### src/hdl/dbg_unit_pkg.sv
////////////////////
// Debug unit widths, address map, breakpoint conditions
// and the RISC-V opcodes the breakpoint logic decodes
////////////////////

package dbg_unit_pkg;

  ////////////////////
  // Widths
  ////////////////////

  // Data and debug address
  localparam int XLEN         = 32;
  localparam int PLEN         = 32;
  // Offset inside one bank
  localparam int DU_ADDR_SIZE = 12;
  localparam int BREAKPOINTS  = 2;
  // Low half traps, high half interrupts
  localparam int EXC_SIZE     = 32;

  ////////////////////
  // Address map
  ////////////////////

  // Bank numbers in the upper address bits
  localparam logic [PLEN-DU_ADDR_SIZE-1:0] DBG_INTERNAL = 'h0;
  localparam logic [PLEN-DU_ADDR_SIZE-1:0] DBG_GPRS     = 'h1;
  localparam logic [PLEN-DU_ADDR_SIZE-1:0] DBG_CSRS     = 'h2;

  // Internal bank
  localparam logic [DU_ADDR_SIZE-1:0] DBG_CTRL    = 12'h000;
  localparam logic [DU_ADDR_SIZE-1:0] DBG_HIT     = 12'h001;
  localparam logic [DU_ADDR_SIZE-1:0] DBG_IE      = 12'h002;
  localparam logic [DU_ADDR_SIZE-1:0] DBG_CAUSE   = 12'h003;
  // Breakpoint n at base plus 2n
  localparam logic [DU_ADDR_SIZE-1:0] DBG_BPCTRL0 = 12'h010;
  localparam logic [DU_ADDR_SIZE-1:0] DBG_BPDATA0 = 12'h011;

  // GPR bank, register index in the low 5 bits
  localparam logic [DU_ADDR_SIZE-1:0] DBG_GPR = 12'h000;
  localparam logic [DU_ADDR_SIZE-1:0] DBG_NPC = 12'h200;
  localparam logic [DU_ADDR_SIZE-1:0] DBG_PPC = 12'h201;

  ////////////////////
  // Encodings
  ////////////////////

  // Breakpoint condition, other codes never hit
  typedef enum logic [2:0] {
    CC_FETCH    = 3'h0,
    CC_LD_ADR   = 3'h1,
    CC_ST_ADR   = 3'h2,
    CC_LDST_ADR = 3'h3
  } bp_cc_e;

  // Major opcode, instruction bits 6..2
  typedef enum logic [4:0] {
    OPC_LOAD   = 5'b00000,
    OPC_STORE  = 5'b01000,
    OPC_BRANCH = 5'b11000
  } opcode_e;

endpackage
### src/hdl/dbg_unit.sv
////////////////////
// Debug unit top: stall, flush, breakpoint output
////////////////////

`timescale 1ns/1ps

module dbg_unit (
  input  logic                                  clk,
  input  logic                                  rstn,
  // Debugger port
  input  logic                                  dbg_stall,
  input  logic                                  dbg_strb,
  input  logic                                  dbg_we,
  input  logic [dbg_unit_pkg::PLEN-1:0]         dbg_addr,
  input  logic [dbg_unit_pkg::XLEN-1:0]         dbg_dati,
  output logic [dbg_unit_pkg::XLEN-1:0]         dbg_dato,
  output logic                                  dbg_ack,
  output logic                                  dbg_bp,
  // Core control
  output logic                                  du_stall,
  output logic                                  du_stall_dly,
  output logic                                  du_flush,
  output logic                                  du_we_rf,
  output logic                                  du_we_csr,
  output logic                                  du_we_pc,
  output logic [dbg_unit_pkg::DU_ADDR_SIZE-1:0] du_addr,
  output logic [dbg_unit_pkg::XLEN-1:0]         du_dato,
  output logic [dbg_unit_pkg::XLEN-1:0]         du_ie,
  // Core state
  input  logic [dbg_unit_pkg::XLEN-1:0]         du_dati_rf,
  input  logic [dbg_unit_pkg::XLEN-1:0]         st_csr_rval,
  input  logic [dbg_unit_pkg::XLEN-1:0]         if_pc,
  input  logic [dbg_unit_pkg::XLEN-1:0]         id_pc,
  input  logic [dbg_unit_pkg::XLEN-1:0]         ex_pc,
  input  logic [dbg_unit_pkg::XLEN-1:0]         bu_nxt_pc,
  input  logic                                  bu_flush,
  input  logic                                  st_flush,
  input  logic [dbg_unit_pkg::XLEN-1:0]         if_instr,
  input  logic [dbg_unit_pkg::XLEN-1:0]         mem_instr,
  input  logic                                  if_bubble,
  input  logic                                  mem_bubble,
  input  logic [dbg_unit_pkg::EXC_SIZE-1:0]     mem_exception,
  input  logic [dbg_unit_pkg::XLEN-1:0]         mem_memadr,
  input  logic                                  dmem_ack,
  input  logic                                  ex_stall,
  input  logic [dbg_unit_pkg::EXC_SIZE-1:0]     du_exceptions
);

  logic                                 du_we_int;
  logic [dbg_unit_pkg::XLEN-1:0]        int_rdata;
  logic                                 instr_break_ena;
  logic                                 branch_break_ena;
  logic [dbg_unit_pkg::BREAKPOINTS-1:0] bp_enabled;
  dbg_unit_pkg::bp_cc_e [dbg_unit_pkg::BREAKPOINTS-1:0] bp_cc;
  logic [dbg_unit_pkg::BREAKPOINTS-1:0][dbg_unit_pkg::XLEN-1:0] bp_data;
  logic [dbg_unit_pkg::BREAKPOINTS-1:0] bp_hit;
  logic                                 instr_hit;
  logic                                 branch_hit;
  logic                                 any_hit;

  ////////////////////
  // Stall and flush
  ////////////////////

  assign du_stall = dbg_stall;

  always_ff @(posedge clk or negedge rstn) begin
    if (!rstn) begin
      du_stall_dly <= 1'b0;
    end else begin
      du_stall_dly <= dbg_stall;
    end
  end

  // Stall released with exceptions pending
  assign du_flush = du_stall_dly & ~dbg_stall & (|du_exceptions);

  // Break to the debugger only on a quiet pipeline
  always_ff @(posedge clk or negedge rstn) begin
    if (!rstn) begin
      dbg_bp <= 1'b0;
    end else begin
      dbg_bp <= ~ex_stall & ~du_stall & ~du_flush & ~bu_flush & ~st_flush &
                ((|du_exceptions) | any_hit);
    end
  end

  ////////////////////
  // Submodules
  ////////////////////

  dbg_port port_i (
    .clk, .rstn, .dbg_stall, .dbg_strb, .dbg_we, .dbg_addr, .dbg_dati,
    .dbg_ack, .dbg_dato, .ex_stall, .du_dati_rf, .st_csr_rval, .id_pc,
    .ex_pc, .bu_nxt_pc, .bu_flush, .int_rdata, .du_addr, .du_dato,
    .du_we_rf, .du_we_csr, .du_we_pc, .du_we_int
  );

  dbg_regs regs_i (
    .clk, .rstn, .du_we_int, .du_addr, .du_dato, .du_exceptions,
    .bp_hit, .instr_hit, .branch_hit, .int_rdata, .du_ie,
    .instr_break_ena, .branch_break_ena, .bp_enabled, .bp_cc, .bp_data,
    .any_hit
  );

  dbg_bp_match match_i (
    .instr_break_ena, .branch_break_ena, .bp_enabled, .bp_cc, .bp_data,
    .if_pc, .if_instr, .if_bubble, .mem_instr, .mem_bubble, .mem_exception,
    .mem_memadr, .dmem_ack, .bu_flush, .st_flush, .bp_hit, .instr_hit,
    .branch_hit
  );

endmodule

### src/hdl/dbg_regs.sv
////////////////////
// Internal debug registers, cause encoder, read mux
////////////////////

`timescale 1ns/1ps

module dbg_regs (
  input  logic                                  clk,
  input  logic                                  rstn,
  input  logic                                  du_we_int,
  input  logic [dbg_unit_pkg::DU_ADDR_SIZE-1:0] du_addr,
  input  logic [dbg_unit_pkg::XLEN-1:0]         du_dato,
  input  logic [dbg_unit_pkg::EXC_SIZE-1:0]     du_exceptions,
  input  logic [dbg_unit_pkg::BREAKPOINTS-1:0]  bp_hit,
  input  logic                                  instr_hit,
  input  logic                                  branch_hit,
  output logic [dbg_unit_pkg::XLEN-1:0]         int_rdata,
  output logic [dbg_unit_pkg::XLEN-1:0]         du_ie,
  output logic                                  instr_break_ena,
  output logic                                  branch_break_ena,
  output logic [dbg_unit_pkg::BREAKPOINTS-1:0]  bp_enabled,
  output dbg_unit_pkg::bp_cc_e [dbg_unit_pkg::BREAKPOINTS-1:0] bp_cc,
  output logic [dbg_unit_pkg::BREAKPOINTS-1:0][dbg_unit_pkg::XLEN-1:0] bp_data,
  output logic                                  any_hit
);

  logic                                     hit_instr;
  logic                                     hit_branch;
  logic [dbg_unit_pkg::BREAKPOINTS-1:0]     hit_bp;
  logic [dbg_unit_pkg::XLEN-1:0]            cause;
  logic [dbg_unit_pkg::XLEN-1:0]            trap_cause;
  logic [dbg_unit_pkg::XLEN-1:0]            irq_cause;
  logic                                     trap_any;
  logic                                     irq_any;
  logic                                     bp_sel;
  logic [2:0]                               bp_idx;

  // Breakpoint window: 0x01x, index in bits 3..1, data on bit 0
  assign bp_sel = (du_addr[dbg_unit_pkg::DU_ADDR_SIZE-1:4] ==
                   dbg_unit_pkg::DBG_BPCTRL0[dbg_unit_pkg::DU_ADDR_SIZE-1:4]);
  assign bp_idx = du_addr[3:1];

  ////////////////////
  // CTRL, IE
  ////////////////////

  always_ff @(posedge clk or negedge rstn) begin
    if (!rstn) begin
      instr_break_ena  <= 1'b0;
      branch_break_ena <= 1'b0;
      du_ie            <= '0;
    end else if (du_we_int) begin
      if (du_addr == dbg_unit_pkg::DBG_CTRL) begin
        instr_break_ena  <= du_dato[0];
        branch_break_ena <= du_dato[1];
      end
      if (du_addr == dbg_unit_pkg::DBG_IE) begin
        du_ie <= du_dato;
      end
    end
  end

  ////////////////////
  // Sticky hits
  ////////////////////

  // Debugger write overrides the pulses
  always_ff @(posedge clk or negedge rstn) begin
    if (!rstn) begin
      hit_instr  <= 1'b0;
      hit_branch <= 1'b0;
      hit_bp     <= '0;
    end else if (du_we_int && du_addr == dbg_unit_pkg::DBG_HIT) begin
      hit_instr  <= du_dato[0];
      hit_branch <= du_dato[1];
      hit_bp     <= du_dato[4 +: dbg_unit_pkg::BREAKPOINTS];
    end else begin
      hit_instr  <= hit_instr | instr_hit;
      hit_branch <= hit_branch | branch_hit;
      hit_bp     <= hit_bp | bp_hit;
    end
  end

  assign any_hit = hit_instr | hit_branch | (|hit_bp);

  ////////////////////
  // Cause
  ////////////////////

  assign trap_any = |du_exceptions[dbg_unit_pkg::EXC_SIZE/2-1:0];
  assign irq_any  = |du_exceptions[dbg_unit_pkg::EXC_SIZE-1:dbg_unit_pkg::EXC_SIZE/2];

  // Lowest set bit wins, so scan downwards
  always_comb begin
    trap_cause = '0;
    irq_cause  = '0;
    for (int i = dbg_unit_pkg::EXC_SIZE/2 - 1; i >= 0; i--) begin
      if (du_exceptions[i]) begin
        trap_cause = i;
      end
      if (du_exceptions[i + dbg_unit_pkg::EXC_SIZE/2]) begin
        irq_cause = i;
      end
    end
  end

  always_ff @(posedge clk or negedge rstn) begin
    if (!rstn) begin
      cause <= '0;
    end else if (du_we_int) begin
      if (du_addr == dbg_unit_pkg::DBG_CAUSE) begin
        cause <= du_dato;
      end
    end else if (trap_any) begin
      cause <= trap_cause;
    end else if (irq_any) begin
      // Interrupts carry the top bit
      cause <= {1'b1, irq_cause[dbg_unit_pkg::XLEN-2:0]};
    end
  end

  ////////////////////
  // Breakpoint registers
  ////////////////////

  always_ff @(posedge clk or negedge rstn) begin
    if (!rstn) begin
      bp_enabled <= '0;
      bp_data    <= '0;
      for (int n = 0; n < dbg_unit_pkg::BREAKPOINTS; n++) begin
        bp_cc[n] <= dbg_unit_pkg::CC_FETCH;
      end
    end else if (du_we_int && bp_sel) begin
      for (int n = 0; n < dbg_unit_pkg::BREAKPOINTS; n++) begin
        if (bp_idx == n && !du_addr[0]) begin
          bp_enabled[n] <= du_dato[1];
          bp_cc[n]      <= dbg_unit_pkg::bp_cc_e'(du_dato[6:4]);
        end
        if (bp_idx == n && du_addr[0]) begin
          bp_data[n] <= du_dato;
        end
      end
    end
  end

  ////////////////////
  // Read mux
  ////////////////////

  always_comb begin
    int_rdata = '0;
    case (du_addr)
      dbg_unit_pkg::DBG_CTRL: begin
        int_rdata[1:0] = {branch_break_ena, instr_break_ena};
      end
      dbg_unit_pkg::DBG_HIT: begin
        int_rdata[1:0] = {hit_branch, hit_instr};
        int_rdata[4 +: dbg_unit_pkg::BREAKPOINTS] = hit_bp;
      end
      dbg_unit_pkg::DBG_IE:    int_rdata = du_ie;
      dbg_unit_pkg::DBG_CAUSE: int_rdata = cause;
      default: begin
        for (int n = 0; n < dbg_unit_pkg::BREAKPOINTS; n++) begin
          if (bp_sel && bp_idx == n) begin
            if (du_addr[0]) begin
              int_rdata = bp_data[n];
            end else begin
              // Bit 0 reads as implemented
              int_rdata[6:0] = {bp_cc[n], 2'b00, bp_enabled[n], 1'b1};
            end
          end
        end
      end
    endcase
  end

endmodule

### src/hdl/dbg_port.sv
////////////////////
// Debug port: bank decode, acknowledge, write strobes
// and registered read data
////////////////////

`timescale 1ns/1ps

module dbg_port (
  input  logic                                  clk,
  input  logic                                  rstn,
  // Debugger side
  input  logic                                  dbg_stall,
  input  logic                                  dbg_strb,
  input  logic                                  dbg_we,
  input  logic [dbg_unit_pkg::PLEN-1:0]         dbg_addr,
  input  logic [dbg_unit_pkg::XLEN-1:0]         dbg_dati,
  output logic                                  dbg_ack,
  output logic [dbg_unit_pkg::XLEN-1:0]         dbg_dato,
  // Core side
  input  logic                                  ex_stall,
  input  logic [dbg_unit_pkg::XLEN-1:0]         du_dati_rf,
  input  logic [dbg_unit_pkg::XLEN-1:0]         st_csr_rval,
  input  logic [dbg_unit_pkg::XLEN-1:0]         id_pc,
  input  logic [dbg_unit_pkg::XLEN-1:0]         ex_pc,
  input  logic [dbg_unit_pkg::XLEN-1:0]         bu_nxt_pc,
  input  logic                                  bu_flush,
  input  logic [dbg_unit_pkg::XLEN-1:0]         int_rdata,
  output logic [dbg_unit_pkg::DU_ADDR_SIZE-1:0] du_addr,
  output logic [dbg_unit_pkg::XLEN-1:0]         du_dato,
  output logic                                  du_we_rf,
  output logic                                  du_we_csr,
  output logic                                  du_we_pc,
  output logic                                  du_we_int
);

  logic [dbg_unit_pkg::PLEN-dbg_unit_pkg::DU_ADDR_SIZE-1:0] bank;
  logic [dbg_unit_pkg::DU_ADDR_SIZE-1:0]                    offset;
  logic                                                     sel_internal;
  logic                                                     sel_gprs;
  logic                                                     sel_csrs;
  logic                                                     is_gpr;
  logic                                                     strb_dly;
  logic                                                     access;
  logic                                                     first_we;
  logic [2:0]                                               ack_sr;

  ////////////////////
  // Decode
  ////////////////////

  assign bank   = dbg_addr[dbg_unit_pkg::PLEN-1:dbg_unit_pkg::DU_ADDR_SIZE];
  assign offset = dbg_addr[dbg_unit_pkg::DU_ADDR_SIZE-1:0];

  assign sel_internal = (bank == dbg_unit_pkg::DBG_INTERNAL);
  assign sel_gprs     = (bank == dbg_unit_pkg::DBG_GPRS);
  assign sel_csrs     = (bank == dbg_unit_pkg::DBG_CSRS);

  // GPR window 0x000..0x01F
  assign is_gpr = (offset[dbg_unit_pkg::DU_ADDR_SIZE-1:5] ==
                   dbg_unit_pkg::DBG_GPR[dbg_unit_pkg::DU_ADDR_SIZE-1:5]);

  // Core banks need the core stalled
  assign access   = dbg_strb & (dbg_stall | sel_internal);
  // Write only in the first strobe cycle
  assign first_we = access & ~strb_dly & dbg_we;

  always_ff @(posedge clk or negedge rstn) begin
    if (!rstn) begin
      strb_dly <= 1'b0;
    end else begin
      strb_dly <= dbg_strb;
    end
  end

  ////////////////////
  // Acknowledge
  ////////////////////

  // Fills from the top, frozen while the core stalls
  // Emptied once the ack has gone out
  always_ff @(posedge clk or negedge rstn) begin
    if (!rstn) begin
      ack_sr <= 3'b000;
    end else if (!ex_stall) begin
      ack_sr <= {3{access & ~dbg_ack}} & {1'b1, ack_sr[2:1]};
    end
  end

  assign dbg_ack = ack_sr[0];

  ////////////////////
  // Write strobes
  ////////////////////

  always_ff @(posedge clk or negedge rstn) begin
    if (!rstn) begin
      du_we_rf  <= 1'b0;
      du_we_csr <= 1'b0;
      du_we_pc  <= 1'b0;
      du_we_int <= 1'b0;
    end else begin
      du_we_rf  <= first_we & sel_gprs & is_gpr;
      du_we_pc  <= first_we & sel_gprs & (offset == dbg_unit_pkg::DBG_NPC);
      du_we_csr <= first_we & sel_csrs;
      du_we_int <= first_we & sel_internal;
    end
  end

  // Offset and data travel with the strobes
  always_ff @(posedge clk) begin
    du_addr <= offset;
    du_dato <= dbg_dati;
  end

  ////////////////////
  // Read data
  ////////////////////

  always_ff @(posedge clk) begin
    if (sel_internal) begin
      dbg_dato <= int_rdata;
    end else if (sel_gprs && is_gpr) begin
      dbg_dato <= du_dati_rf;
    end else if (sel_gprs && offset == dbg_unit_pkg::DBG_NPC) begin
      // Branch target wins during a flush
      dbg_dato <= bu_flush ? bu_nxt_pc : id_pc;
    end else if (sel_gprs && offset == dbg_unit_pkg::DBG_PPC) begin
      dbg_dato <= ex_pc;
    end else if (sel_csrs) begin
      dbg_dato <= st_csr_rval;
    end else begin
      dbg_dato <= '0;
    end
  end

endmodule

### src/hdl/dbg_bp_match.sv
////////////////////
// Breakpoint compare for fetch and memory accesses
////////////////////

`timescale 1ns/1ps

module dbg_bp_match (
  input  logic                                 instr_break_ena,
  input  logic                                 branch_break_ena,
  input  logic [dbg_unit_pkg::BREAKPOINTS-1:0] bp_enabled,
  input  dbg_unit_pkg::bp_cc_e [dbg_unit_pkg::BREAKPOINTS-1:0] bp_cc,
  input  logic [dbg_unit_pkg::BREAKPOINTS-1:0][dbg_unit_pkg::XLEN-1:0] bp_data,
  // Fetch stage
  input  logic [dbg_unit_pkg::XLEN-1:0]        if_pc,
  input  logic [dbg_unit_pkg::XLEN-1:0]        if_instr,
  input  logic                                 if_bubble,
  // Memory stage
  input  logic [dbg_unit_pkg::XLEN-1:0]        mem_instr,
  input  logic                                 mem_bubble,
  input  logic [dbg_unit_pkg::EXC_SIZE-1:0]    mem_exception,
  input  logic [dbg_unit_pkg::XLEN-1:0]        mem_memadr,
  input  logic                                 dmem_ack,
  input  logic                                 bu_flush,
  input  logic                                 st_flush,
  output logic [dbg_unit_pkg::BREAKPOINTS-1:0] bp_hit,
  output logic                                 instr_hit,
  output logic                                 branch_hit
);

  logic mem_valid;
  logic mem_read;
  logic mem_write;

  // Single step and branch break on any real fetch
  assign instr_hit  = instr_break_ena & ~if_bubble;
  assign branch_hit = branch_break_ena & ~if_bubble &
                      (if_instr[6:2] == dbg_unit_pkg::OPC_BRANCH);

  // Only clean memory-stage instructions count
  assign mem_valid = ~mem_bubble & ~(|mem_exception);
  assign mem_read  = mem_valid & (mem_instr[6:2] == dbg_unit_pkg::OPC_LOAD);
  assign mem_write = mem_valid & (mem_instr[6:2] == dbg_unit_pkg::OPC_STORE);

  always_comb begin
    bp_hit = '0;
    for (int n = 0; n < dbg_unit_pkg::BREAKPOINTS; n++) begin
      if (bp_enabled[n]) begin
        case (bp_cc[n])
          dbg_unit_pkg::CC_FETCH:
            bp_hit[n] = (if_pc == bp_data[n]) & ~bu_flush & ~st_flush;
          dbg_unit_pkg::CC_LD_ADR:
            bp_hit[n] = (mem_memadr == bp_data[n]) & dmem_ack & mem_read;
          dbg_unit_pkg::CC_ST_ADR:
            bp_hit[n] = (mem_memadr == bp_data[n]) & dmem_ack & mem_write;
          dbg_unit_pkg::CC_LDST_ADR:
            bp_hit[n] = (mem_memadr == bp_data[n]) & dmem_ack & (mem_read | mem_write);
          // Reserved codes
          default: bp_hit[n] = 1'b0;
        endcase
      end
    end
  end

endmodule

### config.mk
export PLATFORM = sky130hd
export DESIGN_NAME = dbg_unit
export DESIGN_NICKNAME = d
export VERILOG_FILES = /design/src/hdl/dbg_unit_pkg.sv /design/src/hdl/dbg_unit.sv /design/src/hdl/dbg_regs.sv /design/src/hdl/dbg_port.sv /design/src/hdl/dbg_bp_match.sv
export SDC_FILE = /design/constraint.sdc
export NUM_CORES = 1
export LEC_CHECK = 0
export BUFFER_PORTS_ARGS = -buffer_cell sky130_fd_sc_hd__clkbuf_2
export CORE_AREA = 2 2 209 211
export CTS_BUF_LIST = sky130_fd_sc_hd__clkbuf_16
export CTS_CLUSTER_DIAMETER = 200
export DETAILED_ROUTE_END_ITERATION = 8
export DIE_AREA = 0 0 211 213
export MAX_ROUTING_LAYER = met4
export PLACE_DENSITY = 0.62
export SLEW_MARGIN = 10
export SYNTH_ARGS = -nofsm -noshare
export SYNTH_HDL_FRONTEND = slang
export SYNTH_SLANG_ARGS = --single-unit
### constraint.sdc
create_clock -name clk -period 4.63 [get_ports clk]
set_clock_uncertainty 0.1 [all_clocks]
set_input_delay 0.2315 -clock clk [delete_from_list [all_inputs] [get_ports clk]]
set_output_delay 0.2315 -clock clk [all_outputs]
set_load 0.05 [all_outputs]
==> run metrics, run 1 <==
H-tree depth=1; final wirelength=55.3 mm; Max Freq=293 MHz; commonest cells in the synthesized netlist=152 x dfrtp_1, 136 x mux2_2, 91 x xor2_1; share of cells above drive strength 1=40.9%; Worst Hold Depth=3; Hold Path Sink=dbg_bp$_DFF_PN0_; R2R depth=6; HPWL after DPL=43.6 mm; largest net degree at the start of global routing=87; Max rail drop VDD=267 µV; critical path's slowest cell=nor2_2; clock tree buffer depth=3; Mapped Nets=1572; die area=0.0449 mm²; EDFF count, synth=0; Critical Path Fanout Max=29; Post-synth top flop=dfrtp_1; most common cell in the netlist=dfrtp_1; CP Buf/Inv Count=4; final critical-path share of the clock period=73.7%; starting density of the core=28.5%; critical path arrival=3790 ps; CP required=5010 ps; io pins=543; status=finished, final reports clean; top cell type by total area after synthesis=dfrtp_1; sequential fraction of the synthesis area=43.8%; max-slew violation count=0; DIE HEIGHT=213 µm; most area-consuming cells after synthesis=dfrtp_1 31%, mux2_2 13%, dfxtp_1 13%, xor2_1 6.6%, a22oi_1 4.4%; PortBufs=488; TritonCTS clock tree=yes; Rows=76; Tmin final=3410 ps; crit-path cells=dlygate4sd3_1, clkbuf_2, nor4_1, nand2_1, or3_4, nor2_2, buf_4, a22oi_1, dlygate4sd3_1, a22oi_1; setup slack, reg-to-reg=1680 ps; DR vias/cell=5.24; top cell type's share of synthesized area=31.3%; Mapped Area=0.0122 mm²; Max transition margin=23.9%; Initial DRC Count=987; TritonRoute pass-1 iters=6; global-route wire length before repair=79.0 mm; Placed Cells=2134; initial antenna violation count=2; Residual DRC=0; PostCTS Resize Cnt=0; ys async rst share=66.7%; setup TNS=0 ps; CTS Buf Count=28; GR Overflow Total=0; cells after synthesis=1145; RSZ-0062 raised after global routing=false; CP peak stage delay=760 ps; clk_lat worst skew=560 ps; Root Buffer=clkbuf_16; Hold Path Origin=st_flush; die width=211 µm; Synth warnings=0; routability cong.=0.944; clock sinks=228; Clock transition at path regs=60 ps; WL/cell=24.2 µm; flops & latches, synth=228; Worst-Margin Slew=1140 ps; max cap viols=0; Final setup viols=0; pwr dens=278 mW/mm²; gr usage total=24.5%; Final ANT Viol Nets=0; vias in the first global route=12084; fillcell total=4227; Hold Path Class=in -> reg; Setup crit end kind=flip-flop; vias=11972; syn_area_per_cell=10.6 µm²; startpoint types=input port; core area=0.0427 mm²; leakage=8.34 nW; Crit Reg-Reg Endpoint=port_i.dbg_dato[0]$_DFF_P_; # Post-CTS Setup Buffers=0; CP delay by family, top=simple AND/OR/NAND/NOR gates; final instance count without filler cells=2285; Reg2Reg Launch Point=port_i.du_addr[1]$_DFF_P_; Setup CP Type=in -> reg; Area Growth Syn to Fin=39.7%; final net count=2142; post-synthesis cell type count=63; Fin. Hold Viols=0
-- report_power, final --
| part | leakage, nW | switching (mW) | internal, mW |
|---|---|---|---|
| Clock | 0.459 | 0.892 | 1.18 |
| Sequential | 2.72 | 0.0487 | 2.01 |
| Combinational | 5.16 | 0.334 | 0.260 |
| Total | 8.34 | 1.27 | 3.45 |
-- tightest hold or removal path, stage by stage --
cell	delay, ps
clkbuf_2	90
or2_2	220
nor4_1	80
-- cell families (layout without fill, tap and decap cells) --
logic type	after synthesis	after routing	share of synthesized area, %
other cells	0	2	0
buf+inv	82	674	3.20
flops	228	228	43.8
mux	180	180	16.8
xor+xnor	128	128	9.22
compound gates	247	247	13.7
simple gates	280	280	13.2
-- state kept, by name, indices dropped and copies added (netlist names), 2 cells and up --
name / cells
regs_i.bp_data: 64
port_i.dbg_dato: 32
port_i.du_dato: 32
regs_i.cause: 32
regs_i.du_ie: 32
port_i.du_addr: 12
regs_i.bp_cc: 6
port_i.ack_sr: 3
regs_i.bp_enabled: 2
regs_i.hit_bp: 2
-- metrics by stage --
stage / hold slack [ps] / instance area, µm² / setup WS [ps] / power [mW] / utilization (%)
floorplan: -164 / 12200 / 2070 / 2.30 / -
global placement: 234 / 15100 / 1580 / 2.63 / 35.5
detailed placement: 235 / 15100 / 1460 / 2.63 / 35.5
CTS: 2.32 / 17000 / 1300 / 4.78 / 39.8
global route: 16.9 / 17000 / 1040 / 4.91 / 39.8
finish: 6.94 / 17000 / 1220 / 4.73 / 39.8
-- final cells by class --
class                      count  area [µm²]  share of cell area [%]
clock inverter                23         136                   0.803
inverter                      13        48.8                   0.287
tap                          546         683                    4.02
sequential                   228        5330                    31.4
multi-input combinational    835        6460                    38.0
antenna                        2        5.00                  0.0295
clock buffer                  29         726                    4.27
timing repair buffer         609        3600                    21.2
-- worst max path at each step --
stage	start	slack, ps	to	cells after the start
2_1_floorplan	port_i.du_addr[9]$_DFF_P_	2070	regs_i.bp_data[1]$_DFFE_PN0P_	7
3_3_place_gp	dbg_addr[13]	1580	port_i.dbg_dato[15]$_DFF_P_	9
3_5_place_dp	dbg_addr[21]	1460	port_i.dbg_dato[22]$_DFF_P_	8
4_1_cts	dbg_addr[5]	1300	port_i.dbg_dato[16]$_DFF_P_	10
5_1_grt	dbg_addr[5]	1040	port_i.dbg_dato[17]$_DFF_P_	10
6_report	dbg_addr[5]	1220	port_i.dbg_dato[16]$_DFF_P_	10
-- cells in the final DEF (no fill, tap or decap), types with 3 or more instances in the layout --
cell,netlist,routed
clkbuf_2,0,487
dfrtp_1,152,152
mux2_2,136,136
dlygate4sd3_1,0,97
xor2_1,91,91
dfxtp_1,76,75
a22oi_1,71,71
a21oi_1,59,59
nor4_1,52,52
nor2_1,51,51
o21ai_0,40,40
mux2i_1,38,37
nor3_1,38,37
xnor2_1,37,37
nand2b_1,29,29
a22o_1,29,29
clkbuf_16,0,29
nand2_1,29,28
and3_1,26,26
buf_4,3,24
inv_1,13,21
nand4_1,16,16
nand3_1,9,9
a222oi_1,8,8
clkinv_2,0,8
o22ai_1,6,6
mux4_2,6,6
a211oi_1,5,5
a221oi_1,4,4
a31oi_1,4,4
o21ai_1,3,3
o31ai_1,3,3
and4_1,3,3
nor2b_1,3,3
clkinv_1,0,3
-- repair_timing --
action,4_1_cts,5_1_grt
hold buffers,97,0
setup endpoints to repair,0,0
endpoints found under the hold margin,167,0
-- per-layer routing --
layer | wire, µm | global-route usage [%] | vias up
met4 | 1220 | 5.88 | 0
met3 | 3740 | 3.56 | 74
li1 | - | - | 5434
met5 | 0 | - | -
met2 | 26300 | 40.7 | 582
met1 | 24000 | 31.7 | 5882
No activity file was read; power rests on OpenSTA's default activity.
==> run 2, diff against run 1 <==
--- a/config.mk
+++ b/config.mk
@@ -5,14 +5,15 @@
 export SDC_FILE = /design/constraint.sdc
 export NUM_CORES = 1
 export LEC_CHECK = 0
+export ABC_AREA = 1
 export BUFFER_PORTS_ARGS = -buffer_cell sky130_fd_sc_hd__clkbuf_2
-export CORE_AREA = 2 2 209 211
+export CORE_AREA = 2 2 211 213
 export CTS_BUF_LIST = sky130_fd_sc_hd__clkbuf_16
 export CTS_CLUSTER_DIAMETER = 200
 export DETAILED_ROUTE_END_ITERATION = 8
-export DIE_AREA = 0 0 211 213
+export DIE_AREA = 0 0 213 215
 export MAX_ROUTING_LAYER = met4
-export PLACE_DENSITY = 0.62
+export PLACE_DENSITY = 0.63
 export SLEW_MARGIN = 10
 export SYNTH_ARGS = -nofsm -noshare
 export SYNTH_HDL_FRONTEND = slang
==> constraint.sdc (replaced) <==
create_clock -name clk -period 3.1 [get_ports clk]
set_clock_uncertainty 0.1 [all_clocks]
set_input_delay 0.155 -clock clk [delete_from_list [all_inputs] [get_ports clk]]
set_output_delay 0.155 -clock clk [all_outputs]
set_load 0.05 [all_outputs]
==> run metrics, run 2 <==
met2 usage=44.8%; DIE HEIGHT=215 µm; final core occ=40.8%; most frequent cells in the layout=487 x clkbuf_2, 392 x nand2_1, 218 x o21ai_0; Hold Path Class=in -> reg; CTS Buf Count=29; Mapped Nets=2096; HPWL after DPL=51.4 mm; top cell type's share of synthesized area=31.1%; ys async rst share=66.7%; commonest cells in the synthesized netlist=394 x nand2_1, 218 x o21ai_0, 177 x inv_1; top cell type by total area after synthesis=dfrtp_1; Final setup viols=0; Root Buffer=clkbuf_16; routability cong.=1.00; fillcell total=4519; Post-synth top flop=dfrtp_1; Mapped Area=0.0122 mm²; Initial DRC Count=1412; share of cells above drive strength 1=25.7%; critical path's slowest cell=dlygate4sd3_1; Max Freq=335 MHz; PortBufs=488; core area=0.0436 mm²; CP peak stage delay=580 ps; starting density of the core=28.0%; max-slew violation count=0; WL/cell=22.3 µm; Setup CP Type=in -> reg; CP Buf/Inv Count=5; Setup crit end kind=flip-flop; startpoint types=input port; CP required=3440 ps; most common cell after layout, fill and taps aside=clkbuf_2; GR Overflow Total=0; Max rail drop VDD=404 µV; most common cell in the netlist=nand2_1; clk_lat worst skew=570 ps; Final ANT Viol Nets=0; final wirelength=65.0 mm; TritonRoute pass-1 iters=5; gr usage total=28.6%; Worst Slack Setup Final=113 ps; clock sinks=228; Synth warnings=0; failing checks=negative hold slack; die area=0.0458 mm²; Rows=77; Tmin final=2990 ps; pwr dens=400 mW/mm²; vias=14759; Residual DRC=0; final critical-path share of the clock period=96.4%; syn_area_per_cell=7.32 µm²; most flop-heavy register=regs_i.bp_data; global-route wire length before repair=93.7 mm; gr busiest metal=met2; crit-path cells=dlygate4sd3_1, clkbuf_2, nor2_2, nand4_1, nor2_1, nand2_1, nor2_2, buf_8, nand3_1, dlygate4sd3_1, a21oi_1, dlygate4sd3_1, o21ai_1; die width=213 µm; setup TNS=0 ps; max cap viols=0; Area Growth Syn to Fin=45.8%; RSZ-0062 raised after global routing=false; met3 usage=4.06%; TritonCTS clock tree=yes; vias in the first global route=14578; initial antenna violation count=10; grt met1 use=37.6%; Clock transition at path regs=60 ps; clock tree buffer depth=3; Max transition margin=23.7%; cell mode on critical path=dlygate4sd3_1; DR vias/cell=5.06; Final Hold Slack=-10.8 ps; Critical Path Fanout Max=32; CP delay by family, top=buffers and inverters; leakage=8.64 nW; final net count=2721; Place WS=401 ps; post-synthesis cell type count=44; largest net degree at the start of global routing=101; max reg flops=64; most area-consuming cells after synthesis=dfrtp_1 31%, dfxtp_1 12%, nand2_1 12%, o21ai_0 8.9%, inv_1 5.4%; cells after synthesis=1669; sequential fraction of the synthesis area=43.6%; status=finished with violations; Worst-Margin Slew=1140 ps; Fin. Hold Viols=1; critical path arrival=3330 ps; H-tree depth=1; flops & latches, synth=228; io pins=543; EDFF count, synth=0
run 2: cell count changes in the layout (fill, tap and decap cells not counted), moves of 48 or more:
cell	before	now
dlygate4sd3_1	97	145
mux2_2	136	0
inv_1	21	180
o21ai_0	40	218
nand2_1	28	392
a22oi_1	71	16
nor2_1	51	124
xor2_1	91	31
nand3_1	9	98
run 2: stage by stage:
step / cells / power [mW] / instance area, µm²
6_report: 2919 / 7.12 / 17800
3_3_place_gp: 2700 / 3.86 / 15300
5_1_grt: 2918 / 7.35 / 17800
2_1_floorplan: 1669 / 3.38 / 12200
4_1_cts: 2898 / 7.16 / 17700
3_5_place_dp: 2700 / 3.86 / 15300
run 2: logic make-up (layout without fill, tap and decap cells):
logic type | after synthesis | after routing | share of synthesized area, %
compound gates | 438 | 438 | 20.5
xor+xnor | 53 | 53 | 3.80
buf+inv | 258 | 905 | 8.19
flops | 228 | 228 | 43.6
other cells | 0 | 11 | 0
simple gates | 692 | 692 | 23.9
run 2: timing repair:
item | 4_1_cts | 5_1_grt
resized for setup | 0 | 14
setup endpoints to repair | 0 | 23
hold buffers | 145 | 0
endpoints found under the hold margin | 186 | 0
setup buffers | 0 | 9
run 2: tightest hold or removal path, cell delays in order:
cell and delay, ps:
clkbuf_2 80, nor2_1 90, o21ai_0 90, nand3_1 120, a22oi_1 80
run 2: path summary, 6_finish.rpt:
kind                                                      from                              to  slack, ps  depth (start not counted)
worst min-delay path                                 ex_pc[31]     port_i.dbg_dato[31]$_DFF_P_        -10                          5
worst max-delay path                               dbg_addr[1]     port_i.dbg_dato[28]$_DFF_P_        110                         13
max in group asynchronous                                 rstn    regs_i.cause[25]$_DFFE_PN0P_       1900                          3
worst min register to register  regs_i.bp_data[36]$_DFFE_PN0P_  regs_i.bp_data[36]$_DFFE_PN0P_        380                          2
worst max register to register       port_i.du_addr[0]$_DFF_P_     port_i.dbg_dato[16]$_DFF_P_        190                          9
min in group asynchronous                                 rstn  regs_i.bp_data[12]$_DFFE_PN0P_        150                          2
run 2: layout make-up:
| class | instances | area [µm²] | area share [%] |
|---|---|---|---|
| multi-input cells | 1183 | 5930 | 33.3 |
| repair buffers | 671 | 4220 | 23.7 |
| flip-flops and latches | 228 | 5330 | 29.9 |
| inverters | 180 | 691 | 3.88 |
| well taps | 592 | 741 | 4.16 |
| repair inverters | 1 | 7.51 | 0.0421 |
| clock buffers | 29 | 726 | 4.07 |
| clock inverters | 24 | 150 | 0.843 |
| diodes | 11 | 27.5 | 0.155 |
run 2: per-layer routing:
layer | up-vias | wire [µm]
met5 | - | 0
met4 | 0 | 2490
met3 | 120 | 5070
met2 | 837 | 29300
met1 | 6928 | 28200
li1 | 6874 | -
run 2: power breakdown:
part / switching, mW / internal (mW)
Combinational: 0.540 / 0.362
Clock: 1.41 / 1.78
Sequential: 0.0250 / 3.00
Total: 1.97 / 5.14
